**config.mk**
```make
export PLATFORM = sky130hd
export DESIGN_NAME = eeprom_master
export DESIGN_NICKNAME = d
export VERILOG_FILES = /design/src/eeprom_bus_pkg.sv /design/src/eeprom_cmd_pkg.sv /design/src/eeprom_master.sv
export SDC_FILE = /design/constraint.sdc
export NUM_CORES = 1
export LEC_CHECK = 0
export BUFFER_PORTS_ARGS = -buffer_cell sky130_fd_sc_hd__buf_2
export CORE_MARGIN = 1
export CORE_UTILIZATION = 37
export DETAILED_ROUTE_END_ITERATION = 7
export SETUP_SLACK_MARGIN = 0.1
export SKIP_LAST_GASP = 1
export SLEW_MARGIN = 15
export SYNTH_ARGS = -nofsm -noshare
export SYNTH_HDL_FRONTEND = slang
export SYNTH_SLANG_ARGS = --single-unit
```
**constraint.sdc**
```tcl
create_clock -name scl -period 1.8 [get_ports scl]
set_input_delay 0.09 -clock scl [delete_from_list [all_inputs] [get_ports scl]]
set_output_delay 0.09 -clock scl [all_outputs]
set_load 0.05 [all_outputs]
```
**src/eeprom_bus_pkg.sv**
```systemverilog
package eeprom_bus_pkg;

    // scl cycles per quarter of a bus bit
    localparam int quarter_div = 4;

    // Device type code the slave answers to
    localparam logic [3:0] dev_code = 4'b1010;

    // Bit-level commands from the master to the bit controller
    typedef enum logic [1:0]
    {
        cmd_start,
        cmd_stop,
        cmd_write,
        cmd_read
    } bit_cmd_t;

endpackage

```
**src/eeprom_cmd_pkg.sv**
```systemverilog
package eeprom_cmd_pkg;

    // Full memory address, page bits from the control byte plus one address byte
    localparam int addr_w = 11;
    localparam int page_w = 3;

    localparam int data_w = 8;
    localparam int code_w = 4;

    typedef logic [addr_w-1:0] addr_t;
    typedef logic [data_w-1:0] data_t;
    typedef logic [code_w-1:0] code_t;

endpackage

```
**src/eeprom_master.sv**
```systemverilog
`timescale 1ns/10ps

module eeprom_master (
    input  logic                     scl,
    input  logic                     arst_n,
    input  logic                     start,
    input  logic                     rw,
    input  eeprom_cmd_pkg::addr_t    addr,
    input  eeprom_cmd_pkg::data_t    wdata,
    input  eeprom_cmd_pkg::code_t    ctrl_code,
    input  logic                     cmd_done,
    input  eeprom_cmd_pkg::data_t    rx_byte,
    input  logic                     rx_ack,
    output logic                     busy,
    output logic                     done,
    output logic                     nack,
    output eeprom_cmd_pkg::data_t    rdata,
    output logic                     cmd_valid,
    output eeprom_bus_pkg::bit_cmd_t cmd,
    output eeprom_cmd_pkg::data_t    tx_byte,
    output logic                     tx_ack
);
    import eeprom_bus_pkg::*;
    import eeprom_cmd_pkg::*;

    typedef enum logic [3:0]
    {
        st_idle,
        st_start,
        st_ctrl,
        st_addr,
        st_data,
        st_rstart,
        st_rctrl,
        st_read,
        st_stop
    } state_t;

    state_t state;
    logic   issued;
    logic   miss;
    logic   rw_q;
    addr_t  addr_q;
    data_t  wdata_q;
    code_t  code_q;
    logic   byte_nack;

    assign byte_nack = cmd_done && rx_ack &&
                       ((state == st_ctrl) || (state == st_addr) ||
                        (state == st_data) || (state == st_rctrl));

    // Single-byte read always ends with a not-acknowledge
    assign tx_ack = (state == st_read);

    always_comb
    begin
        cmd     = cmd_write;
        tx_byte = '0;
        case (state)
            st_start, st_rstart: cmd = cmd_start;
            st_idle, st_stop:    cmd = cmd_stop;
            st_read:             cmd = cmd_read;
            st_ctrl:             tx_byte = {code_q, addr_q[addr_w-1 -: page_w], 1'b0};
            st_rctrl:            tx_byte = {code_q, addr_q[addr_w-1 -: page_w], 1'b1};
            st_addr:             tx_byte = addr_q[addr_w-page_w-1:0];
            st_data:             tx_byte = wdata_q;
            default:             tx_byte = '0;
        endcase
    end

    always_ff @(posedge scl or negedge arst_n)
    begin
        if (!arst_n)
        begin
            state     <= st_idle;
            issued    <= 1'b0;
            miss      <= 1'b0;
            busy      <= 1'b0;
            done      <= 1'b0;
            nack      <= 1'b0;
            cmd_valid <= 1'b0;
        end
        else
        begin
            done      <= 1'b0;
            cmd_valid <= 1'b0;
            if (state == st_idle)
            begin
                if (start)
                begin
                    state <= st_start;
                    busy  <= 1'b1;
                    miss  <= 1'b0;
                    nack  <= 1'b0;
                end
            end
            else if (!issued)
            begin
                cmd_valid <= 1'b1;
                issued    <= 1'b1;
            end
            else if (cmd_done)
            begin
                issued <= 1'b0;
                case (state)
                    st_start:  state <= st_ctrl;
                    st_ctrl:   state <= st_addr;
                    st_addr:   state <= rw_q ? st_rstart : st_data;
                    st_data:   state <= st_stop;
                    st_rstart: state <= st_rctrl;
                    st_rctrl:  state <= st_read;
                    st_read:   state <= st_stop;
                    default:
                    begin
                        state <= st_idle;
                        busy  <= 1'b0;
                        done  <= 1'b1;
                        nack  <= miss;
                    end
                endcase
                // Missing acknowledge goes straight to stop
                if (byte_nack)
                begin
                    miss  <= 1'b1;
                    state <= st_stop;
                end
            end
        end
    end

    always_ff @(posedge scl)
    begin
        if ((state == st_idle) && start)
        begin
            rw_q    <= rw;
            addr_q  <= addr;
            wdata_q <= wdata;
            code_q  <= ctrl_code;
        end
        if ((state == st_read) && issued && cmd_done)
        begin
            rdata <= rx_byte;
        end
    end

endmodule

```
==> metrics.md <==
| Metric | Value |
|---|---|
| Final wirelength | 4210 um |
| Slew Limit Fails | 0 |
| Drc violations | 0 |
| Status | completed |
| Gate Count Post-Synth | 117 |
| CP bufs+invs | 2 |
| Fin Setup TNS | 0 ps |
| Post-route minimum period | 1680 ps |
| Sw frac | between 30% and 40% |
| Yosys reg bits | 42 |
| Largest cells by area after synthesis | edfxtp_1, dfrtp_1, nand2_1, a22oi_1, nor4b_4 |
| Worst setup SP type | flop |
| Setup-failing EPs final | 0 |
| Mapped Area | 1700 sq um |
| Clock transition at the registers of the reported paths | 80 ps |
| Routability Congestion | around 0.9 |
| Layout Cell Area excl Fill | 2730 sq um |
| Top Metal Used | met4 |
| Cell Int Power | 2.43 mW |
| H-tree levels | 2 |
| Maximum buffer depth of the clock tree | 2 |
| Antenna-violating nets left | 0 |
| Slew @ Worst Pin | 249 ps |
| Area post-placement | 2090 sq um |
| Routed WL per cell | roughly 15 um |
| Met2 wire length | 2260 um |
| Pre-CTS setup slack | 164 ps |
| Max VDD drop | 720 uV |
| Vias | around 1,400 |
| Die footprint | just under 5000 sq um |
| CTS tree | yes |
| PwrDens | around 1500 nW/um^2 |
| Slowest CP cell | and4bb_4 |
| Sequential share of the synthesized area | 71.1% |
| Post-DR vias/cell | 4.88 |
| Setup slack after layout | 122 ps |
| Clk sinks | 42 |
| Delay-heaviest family, CP | simple AND/OR/NAND/NOR gates |
| Max stage delay on crit path | 430 ps |
| Final hold violations | 0 |
| Largest net degree at the start of global routing | 27 |
| Row count | 24 |
| LEAKAGE | 1.18 nW |
| Area grow syn2layout | 60.2% |
| Synth area leader | edfxtp_1 |
| Starting density of the core | 38.8% |
| Slew margin rel. | 83.3% |
| Cts bufs inserted | 5 |
| Root buf cell | clkbuf_8 |
| Max FO, Critical Path | 7 |
| All-Layer GR Usage | 17.7% |
| First-pass GRT wire length | 6580 um |
| Core Area | 4380 sq um |
| Fmax achieved | 596 MHz |
| Post-DP HPWL | 2440 um |
| Die Y | 69.8 um |
| RSZ-0062 raised after global routing | yes |
| Comb power frac | 45.8% |
| Synthesized Nets | 154 |
| Layout Nets | 267 |
| DRT iter0 DRCs | 38 |
| Met3 wire len | 188 um |
| Setup Skew | 8.02 ps |
| PortBufs | between 50 and 60 |
| CP required | 1710 ps |
| Layout cells sized above 1 | a little under half |
| Die span in x | 69.8 um |
| Synthesized area per cell | about 15 sq um |
| I/O pins | 60 |
| Crit-path most repeated cell | buf_6 |
| Net Switching | ~1.6 mW |
| Top cell type's share of synthesized area | 56.4% |
| Worst Path Arrival | about 1600 ps |
| Ys Warns | 0 |
| CP Cell Sequence | buf_6 > and4bb_4 > a22oi_2 > nand2_1 > buf_6 |
| Overall power | 4.02 mW |
| Wl on met1 | 1680 um |
| Netlist cell types | 36 |
| Worst skew pair latency | between 200 and 300 ps |
| Initial antenna violation count | 0 |
| Gr ovfl total | 0 |
| Seq pwr share | 35.7% |
| Vias in the first global route | 1,430 |
| Max Cap Violations | 0 |
| Clk network pwr share | 18.5% |
| Crit. End Element | primary output |
| Final Cycle Share | 93.2% |
| Worst min path class | input pin to flop |
| Antenna cells | 0 |
| Worst setup path class | flop to primary output |
| First-pass detailed-route iteration total | 4 |
-- worst reg2reg max path, cell delays in order, from the launching register on --
cell and delay [ps]:
dfrtp_2 470, buf_2 190, nor4_4 300, and2_2 220, buf_12 180
-- through the flow --
stage	utilization (%)	cells	hold WS [ps]
floorplan	-	117	-206
global route	62.2	283	195
CTS	59.2	275	183
global placement	47.8	230	-38.4
detailed placement	47.8	230	-32.5
finish	62.2	283	189
-- path summary, 6_finish.rpt --
| path | slack, ps | endpoint | start | cells after the start |
|---|---|---|---|---|
| max in group asynchronous | 1380 | state[0] | arst_n | 2 |
| hold / removal | 190 | done | cmd_done | 3 |
| min in group asynchronous | 200 | state[3] | arst_n | 2 |
| setup / recovery | 120 | tx_byte[1] | state[2] | 5 |
| setup reg to reg | 140 | wdata_q[0] | state[0] | 4 |
| hold reg to reg | 500 | busy | busy | 1 |
-- flip-flops by register name (all words and copies together), names as in the netlist --
| register | flops |
|---|---|
| wdata_q | 8 |
| addr_q | 11 |
| rdata | 8 |
| cmd_valid | 1 |
| nack | 1 |
| issued | 1 |
| miss | 1 |
| state | 4 |
| code_q | 4 |
| done | 1 |
| rw_q | 1 |
| busy | 1 |
-- cells in the mapped netlist --
library cell	count
nor4_4	1
nand4_1	1
nand3b_1	1
and3_1	1
edfxtp_1	32
o31ai_2	1
nor4bb_1	1
buf_6	2
a21oi_1	4
nor2b_1	1
mux2i_1	1
nand2_2	1
and2_2	1
o2bb2ai_1	1
a21o_1	1
and4b_1	1
and2b_1	1
a22oi_1	7
nor3_1	1
nor3b_2	1
a211o_1	1
o21ai_0	3
buf_2	1
o2111ai_1	2
buf_4	2
and3b_1	1
nor3b_1	1
nor2_1	4
inv_1	5
and4bb_2	1
nor4b_4	1
o31ai_1	2
nand2_1	20
nand3_1	1
a2bb2oi_1	1
dfrtp_1	10
-- kinds of logic after synthesis --
logic type      synth area share (%)
compound gates                  9.77
buf+inv                         3.60
mux                            0.588
simple gates                    14.9
flops                           71.1
-- cells in the final DEF (no fill, tap or decap), drive strengths merged, types with 2 or more instances in the layout --
cell,netlist,routed
a22oi,7,7
nor3b,2,2
buf,5,76
o2111ai,2,2
dlygate4sd3,0,34
clkbuf,0,6
a21oi,4,4
nand2,21,21
o21ai,3,3
edfxtp,32,32
nor2,4,4
o31ai,3,3
dfrtp,10,10
inv,5,6
-- power groups by stage --
stage	combinational [mW]	sequential [mW]	clock, mW
final	1.84	1.43	0.745
after global routing	1.95	1.46	0.809
after CTS	1.59	1.44	0.767
after detailed placement	1.44	1.47	0
after global placement	1.42	1.45	0
after floorplan	0.980	1.54	0
-- final cells by class --
cell class,count,area [sq um]
well taps,52,65.1
multi-input cells,65,479
fillers,324,1660
inverters,5,18.8
repair buffers,111,838
clock inverters,3,43.8
flip-flops and latches,42,1210
clock buffers,5,68.8
-- timing repair --
action                                  4_1_cts  5_1_grt
pin swaps                                     2       14
endpoints found under the hold margin        43        0
endpoints found under the setup margin       11       10
setup buffers                                 3        8
hold buffers                                 34        0
resized for setup                            11       21
-- routing by layer --
metal / vias to the layer above / GRT usage [%]
li1: 659 / -
met1: 662 / 19.3
met2: 51 / 31.2
met3: 8 / 5.38
met4: 0 / 8.22
met5: - / 0
No activity file was read; power rests on OpenSTA's default activity.
