### src/eeprom_bus_pkg.sv
package eeprom_bus_pkg;

    // scl cycles per quarter of a bus bit
    localparam int quarter_div = 4;

    // Device type code the slave answers to
    localparam logic [3:0] dev_code = 4'b1010;

    // Bit-level commands from the master to the bit controller
    typedef enum logic [1:0]
    {
        cmd_start,
        cmd_stop,
        cmd_write,
        cmd_read
    } bit_cmd_t;

endpackage

### src/eeprom_cmd_pkg.sv
package eeprom_cmd_pkg;

    // Full memory address, page bits from the control byte plus one address byte
    localparam int addr_w = 11;
    localparam int page_w = 3;

    localparam int data_w = 8;
    localparam int code_w = 4;

    typedef logic [addr_w-1:0] addr_t;
    typedef logic [data_w-1:0] data_t;
    typedef logic [code_w-1:0] code_t;

endpackage

### src/two_wire_bit_ctrl.sv
`timescale 1ns/10ps

module two_wire_bit_ctrl (
    input  logic                     scl,
    input  logic                     arst_n,
    input  logic                     cmd_valid,
    input  eeprom_bus_pkg::bit_cmd_t cmd,
    input  eeprom_cmd_pkg::data_t    tx_byte,
    input  logic                     tx_ack,
    input  logic                     bus_data_in,
    output logic                     cmd_done,
    output eeprom_cmd_pkg::data_t    rx_byte,
    output logic                     rx_ack,
    output logic                     clk_low,
    output logic                     data_low
);
    import eeprom_bus_pkg::*;
    import eeprom_cmd_pkg::*;

    localparam int div_w = (quarter_div > 1) ? $clog2(quarter_div) : 1;

    logic             active;
    bit_cmd_t         cmd_q;
    data_t            shift_q;
    logic             ack_q;
    logic             sample_q;
    logic [div_w-1:0] div_cnt;
    logic [1:0]       quarter;
    logic [3:0]       bit_cnt;
    logic             tick;
    logic             bit_end;
    logic             last_bit;
    logic             clk_low_d;
    logic             data_low_d;

    assign tick     = active && (div_cnt == div_w'(quarter_div - 1));
    assign bit_end  = tick && (quarter == 2'd3);
    assign last_bit = (cmd_q == cmd_start) || (cmd_q == cmd_stop) || (bit_cnt == 4'd8);

    // Line levels per quarter; clock is high in quarters 1 and 2
    always_comb
    begin
        clk_low_d  = (quarter == 2'd0) || (quarter == 2'd3);
        data_low_d = 1'b0;
        case (cmd_q)
            cmd_start:
            begin
                // Data falls between the two clock-high quarters
                data_low_d = quarter[1];
            end
            cmd_stop:
            begin
                // Clock stays released after the stop
                clk_low_d  = (quarter == 2'd0);
                data_low_d = !quarter[1];
            end
            cmd_write:
            begin
                data_low_d = (bit_cnt < 4'd8) ? !shift_q[7] : 1'b0;
            end
            default:
            begin
                data_low_d = (bit_cnt == 4'd8) ? !ack_q : 1'b0;
            end
        endcase
    end

    always_ff @(posedge scl or negedge arst_n)
    begin
        if (!arst_n)
        begin
            active   <= 1'b0;
            cmd_q    <= cmd_stop;
            div_cnt  <= '0;
            quarter  <= 2'd0;
            bit_cnt  <= 4'd0;
            cmd_done <= 1'b0;
            clk_low  <= 1'b0;
            data_low <= 1'b0;
        end
        else
        begin
            cmd_done <= 1'b0;
            if (!active)
            begin
                if (cmd_valid)
                begin
                    active  <= 1'b1;
                    cmd_q   <= cmd;
                    div_cnt <= '0;
                    quarter <= 2'd0;
                    bit_cnt <= 4'd0;
                end
            end
            else
            begin
                // Line levels hold while idle between commands
                clk_low  <= clk_low_d;
                data_low <= data_low_d;
                if (tick)
                begin
                    div_cnt <= '0;
                    quarter <= quarter + 2'd1;
                    if (bit_end)
                    begin
                        if (last_bit)
                        begin
                            active   <= 1'b0;
                            cmd_done <= 1'b1;
                        end
                        else
                        begin
                            bit_cnt <= bit_cnt + 4'd1;
                        end
                    end
                end
                else
                begin
                    div_cnt <= div_cnt + 1'b1;
                end
            end
        end
    end

    // Sample mid clock-high, shift MSB first at the end of each data bit
    always_ff @(posedge scl)
    begin
        if (!active && cmd_valid)
        begin
            shift_q <= tx_byte;
            ack_q   <= tx_ack;
        end
        else if (bit_end && (bit_cnt < 4'd8))
        begin
            shift_q <= {shift_q[6:0], sample_q};
        end
        if (tick && (quarter == 2'd1))
        begin
            sample_q <= bus_data_in;
        end
        // rx_ack is the raw ninth bit, low when acknowledged
        if (bit_end && last_bit)
        begin
            rx_byte <= shift_q;
            rx_ack  <= sample_q;
        end
    end

endmodule

### config.mk
export PLATFORM = sky130hd
export DESIGN_NAME = two_wire_bit_ctrl
export DESIGN_NICKNAME = d
export VERILOG_FILES = /design/src/eeprom_bus_pkg.sv /design/src/eeprom_cmd_pkg.sv /design/src/two_wire_bit_ctrl.sv
export SDC_FILE = /design/constraint.sdc
export NUM_CORES = 1
export LEC_CHECK = 0
export BUFFER_PORTS_ARGS = -buffer_cell sky130_fd_sc_hd__buf_2
export CAP_MARGIN = 10
export CORE_AREA = 2 2 64 66
export DETAILED_ROUTE_END_ITERATION = 8
export DIE_AREA = 0 0 66 68
export GPL_TIMING_DRIVEN = 1
export SETUP_SLACK_MARGIN = 0.05
export SLEW_MARGIN = 20
export SYNTH_ARGS = -nofsm -noshare
export SYNTH_HDL_FRONTEND = slang
export SYNTH_SLANG_ARGS = --single-unit
### constraint.sdc
create_clock -name scl -period 2.6 [get_ports scl]
set_input_delay 0 -clock scl [delete_from_list [all_inputs] [get_ports scl]]
set_output_delay 0 -clock scl [all_outputs]
set_load 0.02 [all_outputs]
==> impl_table.tex, run 1 <==
\begin{tabular}{lr}
\hline
Metric & Value \\
\hline
\multicolumn{2}{l}{\textbf{Synth}} \\
\quad Synth Area per Inst & 14.0 um\^{}2 \\
\quad Cell with the most instances after synthesis & sky130\_fd\_sc\_hd\_\_edfxtp\_1 \\
\quad Area fraction of the dominant cell type after synthesis & 0.393 \\
\quad Cell count after synthesis & 104 \\
\quad Sequential cell area fraction in the yosys report & 0.635 \\
\quad Synthesized flop and latch total & 33 \\
\quad Synth area leaders & sky130\_fd\_sc\_hd\_\_edfxtp\_1, sky130\_fd\_sc\_hd\_\_dfrtp\_1, sky130\_fd\_sc\_hd\_\_mux2\_2, sky130\_fd\_sc\_hd\_\_ha\_1, sky130\_fd\_sc\_hd\_\_a22o\_1 \\
\quad Total number of yosys warnings & 0 \\
\quad Number of enable flip-flop cells after synthesis & 19 \\
\quad Post-synth cell types & 32 \\
\quad Cell area after synthesis & about 1500 um\^{}2 \\
\quad Most frequent cells after synthesis & sky130\_fd\_sc\_hd\_\_edfxtp\_1, sky130\_fd\_sc\_hd\_\_dfrtp\_1, sky130\_fd\_sc\_hd\_\_mux2\_2 \\
\quad Leading area contributor after synthesis & sky130\_fd\_sc\_hd\_\_edfxtp\_1 \\
\quad Post-synth ARST share & 0.424 \\
\quad Synth Net Count & 125 \\
\quad Primary FF master, synth & sky130\_fd\_sc\_hd\_\_edfxtp\_1 \\
\multicolumn{2}{l}{\textbf{Finish}} \\
\quad Fraction of final layout cells sized beyond drive strength 1 & 0.340 \\
\quad Final net count & roughly 160 \\
\quad Antenna fix cells & 0 \\
\quad Layout Area Growth over Synthesis & 23.6\% \\
\quad Final cell count without fillers & about 190 \\
\multicolumn{2}{l}{\textbf{Job}} \\
\quad Number of max-cap violations & 0 \\
\multicolumn{2}{l}{\textbf{Critical path}} \\
\quad Type of the worst setup path & reg -> reg \\
\quad Kind of end point of the critical path & flip-flop \\
\quad Critical Path AT & 1910 ps \\
\quad Dominant delay contributor by cell family on the critical path & compound AO/OA/AOI/OAI gates \\
\quad Req. time, crit path & roughly 2600 ps \\
\quad Buffer and inverter count on the worst path & 1 \\
\quad CP cell instances & ha\_1 > nand3\_1 > a21oi\_1 > buf\_4 \\
\quad Cell with the largest stage delay on the worst path & sky130\_fd\_sc\_hd\_\_a21oi\_1 \\
\quad Maximum net fanout on the critical path & 7 \\
\quad Crit path launch type & flip-flop \\
\quad Critical Path Max Stage Delay & 480 ps \\
\multicolumn{2}{l}{\textbf{Global routing}} \\
\quad Global route total overflow & 0 \\
\quad Maximum number of pins on one net before global-route repair & 16 \\
\quad Initial antenna violation count & 0 \\
\quad Vias in the first global route & between 900 and 1k \\
\quad Gr usage total & 0.131 \\
\quad First-pass GRT wire length & 4260 um \\
\multicolumn{2}{l}{\textbf{STA}} \\
\quad Minimum clock period & between 1500 and 2000 ps \\
\quad Final setup skew & $\sim$3.8 ps \\
\quad Portion of the clock cycle consumed by the worst path in the final layout & 0.738 \\
\quad Final number of setup-violating endpoints & 0 \\
\quad FMAX & 521 MHz \\
\quad Unrepaired setup endpoints after global routing & false \\
\quad Transition time at the pin with the least slew margin & 672 ps \\
\quad Number of slew-limit violations in the final report & 0 \\
\quad Final hold slack & roughly 22 ps \\
\quad Worst slew margin relative to its limit & 0.551 \\
\quad Post-Route Setup TNS & 0 ps \\
\quad Final hold violation count & 0 \\
\multicolumn{2}{l}{\textbf{Clocking}} \\
\quad Sink Count & 33 \\
\quad Later-pin clock latency in the skew report & approximately 280 ps \\
\quad Clock transition time at the flip-flop clock pins of the worst setup and hold paths & 70 ps \\
\quad TritonCTS clock tree & yes \\
\quad Clock buffers created by TritonCTS & 5 \\
\quad CTS Buffer Depth & 2 \\
\quad Clk root buf & sky130\_fd\_sc\_hd\_\_clkbuf\_8 \\
\quad H-tree Lvls & 2 \\
\quad \# resized after CTS & 0 \\
\multicolumn{2}{l}{\textbf{Die}} \\
\quad Floorplan die area & 4490 um\^{}2 \\
\quad I/O Pins & 27 \\
\quad Core Footprint & a little under 4000 um\^{}2 \\
\quad Count of standard-cell rows & 23 \\
\quad Floorplan die height & just under 70 um \\
\quad Chip Width & approximately 66 um \\
\quad Starting Density & 0.376 \\
\multicolumn{2}{l}{\textbf{Power and ir drop}} \\
\quad Power density cells & approximately 1000 nW/um\^{}2 \\
\quad Static Leakage & 0.764 nW \\
\quad Peak ir drop on the vdd network & $\sim$0.00052 V \\
\multicolumn{2}{l}{\textbf{Run status}} \\
\quad Status & finished, final reports clean \\
\multicolumn{2}{l}{\textbf{Min path}} \\
\quad Min-Delay Path Class & in -> reg \\
\multicolumn{2}{l}{\textbf{Drt}} \\
\quad Post-detailed-routing wire length & between 2000 and 3000 um \\
\quad Final antenna-violating net count & 0 \\
\quad Initial detailed-routing violation count & 17 \\
\quad Post-detailed-route DRC marker count & 0 \\
\quad DR pass1 iterations & 3 \\
\quad Total via count in the routed design & about 910 \\
\quad Routed len/inst & 13.6 um \\
\quad Per-cell via count in the routed design & around 4.7 \\
\multicolumn{2}{l}{\textbf{Placement}} \\
\quad Detailed placement HPWL & 1860 um \\
\quad Cell Count Post-Placement & $\sim$180 \\
\quad Final Wtd Congestion & about 0.81 \\
\quad IO buf count & 26 \\
\hline
\end{tabular}
-- area by class of cell --
cell class | count | area (um^2)
Sequential cell | 33 | 922
Clock inverter | 1 | 30.0
Inverter | 7 | 26.3
Clock buffer | 7 | 86.3
Multi-Input combinational cell | 60 | 472
Tap cell | 50 | 62.6
Timing Repair Buffer | 33 | 195
Fill cell | 375 | 2060
-- routing by layer --
metal | part of all wire | vias up | wire (um) | global-route usage
li1 | - | 450 | - | -
met1 | 0.44 | 427 | 1140 | 0.155
met2 | 0.48 | 24 | 1250 | 0.215
met3 | 0.061 | 5 | 159 | 0.0510
met4 | 0.018 | 0 | 47 | 0.0561
met5 | 0 | - | 0 | 0
-- where the power goes --
| part | internal, mW | switching, mW | total, mW |
|---|---|---|---|
| Sequential | 0.705 | 0.114 | 0.819 |
| Clock | 0.312 | 0.182 | 0.494 |
| Combinational | 0.249 | 0.256 | 0.505 |
| Total | 1.27 | 0.552 | 1.82 |
-- final timing paths --
path | startpoint | to | slack, ps | depth (start not counted)
hold reg to reg | shift_q[2] | rx_byte[2] | 450 | 0
min in group asynchronous | arst_n | div_cnt[0] | 150 | 2
setup reg to reg | div_cnt[0] | rx_byte[6] | 680 | 4
max in group asynchronous | arst_n | cmd_q[0] | 2170 | 2
setup / recovery | div_cnt[0] | rx_byte[6] | 680 | 4
hold / removal | tx_byte[1] | shift_q[1] | 20 | 2
-- placed cells by master, fill, tap and decap left out, types with 2 or more instances in the layout --
master                          instances
sky130_fd_sc_hd__and3_1                 2
sky130_fd_sc_hd__dlygate4sd3_1          5
sky130_fd_sc_hd__nor2b_1                2
sky130_fd_sc_hd__edfxtp_1              19
sky130_fd_sc_hd__inv_1                  7
sky130_fd_sc_hd__nand2b_1               2
sky130_fd_sc_hd__mux2_2                10
sky130_fd_sc_hd__nor2_1                 5
sky130_fd_sc_hd__buf_2                 26
sky130_fd_sc_hd__o21ai_0                2
sky130_fd_sc_hd__buf_4                  2
sky130_fd_sc_hd__xor2_1                 2
sky130_fd_sc_hd__a21oi_1                4
sky130_fd_sc_hd__nor4_1                 3
sky130_fd_sc_hd__nand2_1                3
sky130_fd_sc_hd__a22o_1                 4
sky130_fd_sc_hd__dfrtp_1               13
sky130_fd_sc_hd__ha_1                   6
sky130_fd_sc_hd__nand3_1                3
sky130_fd_sc_hd__clkbuf_8               6
-- sequential cells by signal, summed over array words and instances, names as in the netlist --
signal	flops
div_cnt	2
active	1
data_low	1
rx_byte	8
clk_low	1
rx_ack	1
cmd_done	1
shift_q	8
ack_q	1
quarter	2
bit_cnt	4
cmd_q	2
sample_q	1
-- logic make-up (layout without fill, tap and decap cells) --
family / Yosys count / count (layout) / synth area share
compound gates: 17 / 17 / 0.0862
xor+xnor: 2 / 2 / 0.0121
simple gates: 24 / 24 / 0.0905
fa+ha+maj: 6 / 6 / 0.0517
flops: 33 / 33 / 0.635
buf+inv: 11 / 48 / 0.0397
mux: 11 / 11 / 0.0845
-- stage by stage --
stage / cell area [um^2] / util / setup slack, ps / power [mW]
after floorplan: 1450 / - / 886 / 1.20
after global placement: 1630 / 0.422 / 799 / 1.31
after detailed placement: 1630 / 0.422 / 704 / 1.33
after CTS: 1790 / 0.465 / 697 / 1.84
after global routing: 1790 / 0.465 / 570 / 1.95
final: 1790 / 0.465 / 680 / 1.82
-- timing repair --
item	4_1_cts	5_1_grt
hold endpoints to repair	18	0
setup buffers	0	0
hold buffers	5	0
Power figures use the tool's default switching activity.
==> run 2, diff against run 1 <==
==> constraint.sdc (replaced) <==
create_clock -name scl -period 1.6 [get_ports scl]
set_input_delay 0 -clock scl [delete_from_list [all_inputs] [get_ports scl]]
set_output_delay 0 -clock scl [all_outputs]
set_load 0.02 [all_outputs]
==> run 2 against run 1 <==
Against the previous run: wire length decreased by 2.2%; fmax grew 31%; global-route usage is 0.72 points lower; first-iteration DRC count is 59% higher; final cell count is 3.1% higher; sequential power up 64%; sequential share of layout area fell by 0.85 points; power grew 54%; die area is the same; critical path type unchanged; critical endpoint is now bit_cnt[2]; highest routed layer unchanged.
==> impl_table.tex, run 2 (synthesis gave the netlist of run 1 again) <==
\begin{tabular}{lr}
\hline
Metric & Value \\
\hline
\multicolumn{2}{l}{\textbf{Clocking}} \\
\quad Later-pin clock latency in the skew report & 270 ps \\
\quad H-tree Lvls & 2 \\
\quad Clock transition time at the flip-flop clock pins of the worst setup and hold paths & $\sim$70 ps \\
\quad CTS Buffer Depth & 2 \\
\quad TritonCTS clock tree & yes \\
\quad Clock buffers created by TritonCTS & 5 \\
\quad Clk root buf & sky130\_fd\_sc\_hd\_\_clkbuf\_8 \\
\quad Sink Count & 33 \\
\multicolumn{2}{l}{\textbf{Finish}} \\
\quad Antenna fix cells & 0 \\
\quad Fillers & 380 \\
\quad Most common cell after layout, fill and taps aside & sky130\_fd\_sc\_hd\_\_buf\_2 \\
\quad Final net count & approximately 170 \\
\quad Layout Area Growth over Synthesis & 25.9\% \\
\quad Final core utilization & 0.474 \\
\quad Top library cells by usage in the layout, fill and taps aside & sky130\_fd\_sc\_hd\_\_buf\_2, sky130\_fd\_sc\_hd\_\_edfxtp\_1, sky130\_fd\_sc\_hd\_\_dfrtp\_1 \\
\quad Registers with the most flip-flops & rx\_byte x8, shift\_q x8, bit\_cnt x4 \\
\quad Fraction of final layout cells sized beyond drive strength 1 & 0.395 \\
\multicolumn{2}{l}{\textbf{Drt}} \\
\quad Initial detailed-routing violation count & 27 \\
\quad Post-detailed-route DRC marker count & 0 \\
\quad DR pass1 iterations & 4 \\
\quad Post-detailed-routing wire length & about 2500 um \\
\quad Final antenna-violating net count & 0 \\
\quad Total via count in the routed design & between 900 and 1k \\
\quad Routed len/inst & 12.9 um \\
\quad Per-cell via count in the routed design & 4.69 \\
\multicolumn{2}{l}{\textbf{STA}} \\
\quad Final number of setup-violating endpoints & 0 \\
\quad Unrepaired setup endpoints after global routing & false \\
\quad Final setup skew & 7.24 ps \\
\quad Portion of the clock cycle consumed by the worst path in the final layout & 0.913 \\
\quad Minimum clock period & 1460 ps \\
\quad FMAX & between 600 and 700 MHz \\
\quad Final hold violation count & 0 \\
\quad Final hold slack & 27.3 ps \\
\quad Number of slew-limit violations in the final report & 0 \\
\quad Worst slew margin relative to its limit & 0.786 \\
\quad Transition time at the pin with the least slew margin & approximately 320 ps \\
\quad Worst Setup Slack, final & between 100 and 150 ps \\
\quad Post-Route Setup TNS & 0 ps \\
\multicolumn{2}{l}{\textbf{Power and ir drop}} \\
\quad Power consumption & between 2 and 3 mW \\
\quad Cell internal pwr & between 1.5 and 2 mW \\
\quad Power density cells & 1530 nW/um\^{}2 \\
\quad Sw Ratio & 0.319 \\
\quad Clock network fraction of total power & 0.205 \\
\quad Static Leakage & 0.783 nW \\
\quad Sequential Power Share & 0.477 \\
\quad Peak ir drop on the vdd network & just over 0.0008 V \\
\quad Relative contribution of combinational cells to total power & 0.318 \\
\quad Net switching power figure & 892 uW \\
\multicolumn{2}{l}{\textbf{Critical path}} \\
\quad Kind of end point of the critical path & flip-flop \\
\quad Critical Path Max Stage Delay & $\sim$400 ps \\
\quad Buffer and inverter count on the worst path & 1 \\
\quad CP cell instances & inv\_1 > ha\_1 > nand3b\_1 > a31oi\_1 > a211o\_1 \\
\quad Flop2flop setup slack & around 140 ps \\
\quad Critical Path AT & around 1600 ps \\
\quad Dominant delay contributor by cell family on the critical path & compound AO/OA/AOI/OAI gates \\
\quad Req. time, crit path & between 1500 and 2000 ps \\
\quad Cell with the largest stage delay on the worst path & sky130\_fd\_sc\_hd\_\_dfrtp\_1 \\
\quad Maximum net fanout on the critical path & 5 \\
\quad Crit path launch type & flip-flop \\
\quad Type of the worst setup path & reg -> reg \\
\multicolumn{2}{l}{\textbf{Global routing}} \\
\quad Global route total overflow & 0 \\
\quad First-pass GRT wire length & 4000 um \\
\quad Initial antenna violation count & 0 \\
\quad Maximum number of pins on one net before global-route repair & 16 \\
\quad Gr usage total & 0.124 \\
\quad Vias in the first global route & slightly below 900 \\
\multicolumn{2}{l}{\textbf{Min path}} \\
\quad Min-Delay Path Class & in -> reg \\
\multicolumn{2}{l}{\textbf{Die}} \\
\quad Chip Width & 66 um \\
\quad I/O Pins & 27 \\
\quad Floorplan die area & 4490 um\^{}2 \\
\quad Core Footprint & a little under 4000 um\^{}2 \\
\quad Count of standard-cell rows & 23 \\
\quad Starting Density & 0.376 \\
\quad Floorplan die height & around 70 um \\
\multicolumn{2}{l}{\textbf{Placement}} \\
\quad Pre-CTS worst setup slack & 65.0 ps \\
\quad Final Wtd Congestion & 0.729 \\
\quad IO buf count & 26 \\
\quad Detailed placement HPWL & 1930 um \\
\multicolumn{2}{l}{\textbf{Run status}} \\
\quad Status & finished, final reports clean \\
\multicolumn{2}{l}{\textbf{Job}} \\
\quad Number of max-cap violations & 0 \\
\hline
\end{tabular}
-- run 2: per-stage QoR --
stage	area, um^2	cells
final	1830	197
after global routing	1830	197
after CTS	1810	196
after detailed placement	1670	183
after global placement	1670	183
after floorplan	1460	104
-- run 2: final timing paths --
path | start | endpoint | cells after the start
max | bit_cnt[0] | bit_cnt[2] | 5
min | cmd_valid | active | 3
max reg2reg | bit_cnt[0] | bit_cnt[2] | 5
min reg2reg | shift_q[1] | rx_byte[1] | 0
max in group asynchronous | arst_n | cmd_q[0] | 2
min in group asynchronous | arst_n | clk_low | 2
-- run 2: worst reg2reg max path: cells and delay by family, from the launching register on --
| kind | cells | cell delay, ps |
|---|---|---|
| buffers and inverters | 1 | 60 |
| adders and majority gates | 1 | 200 |
| and+or+nand+nor | 1 | 180 |
| AOI/OAI and AO/OA | 2 | 500 |
| DFF | 1 | 400 |
-- run 2: layer usage --
metal,track usage,vias up,routed length (um)
li1,-,464,-
met1,0.149,438,1150
met2,0.199,20,1240
met3,0.0674,2,129
met4,0.0230,0,10
met5,0,-,0
-- run 2: what timing repair did --
item                                    CTS  global route
endpoints found under the setup margin    0            16
endpoints found under the hold margin    18             0
resized for setup                         0             3
hold buffers                              5             0
setup buffers                             0             1
-- run 2: layout make-up --
cell class	instances	area [um^2]	share of cell area
well taps	50	62.6	0.0342
clock inverters	2	10.0	0.00548
multi-input cells	60	492	0.269
inverters	7	26.3	0.0144
clock buffers	6	72.6	0.0397
flip-flops and latches	33	923	0.505
repair buffers	39	240	0.132
-- run 2: power by group through the flow --
stage / clock network (mW) / registers [mW] / logic, mW
floorplan: 0 / 1.33 / 0.636
global placement: 0 / 1.33 / 0.846
detailed placement: 0 / 1.34 / 0.869
CTS: 0.593 / 1.33 / 0.882
global route: 0.641 / 1.36 / 1.01
finish: 0.574 / 1.34 / 0.892
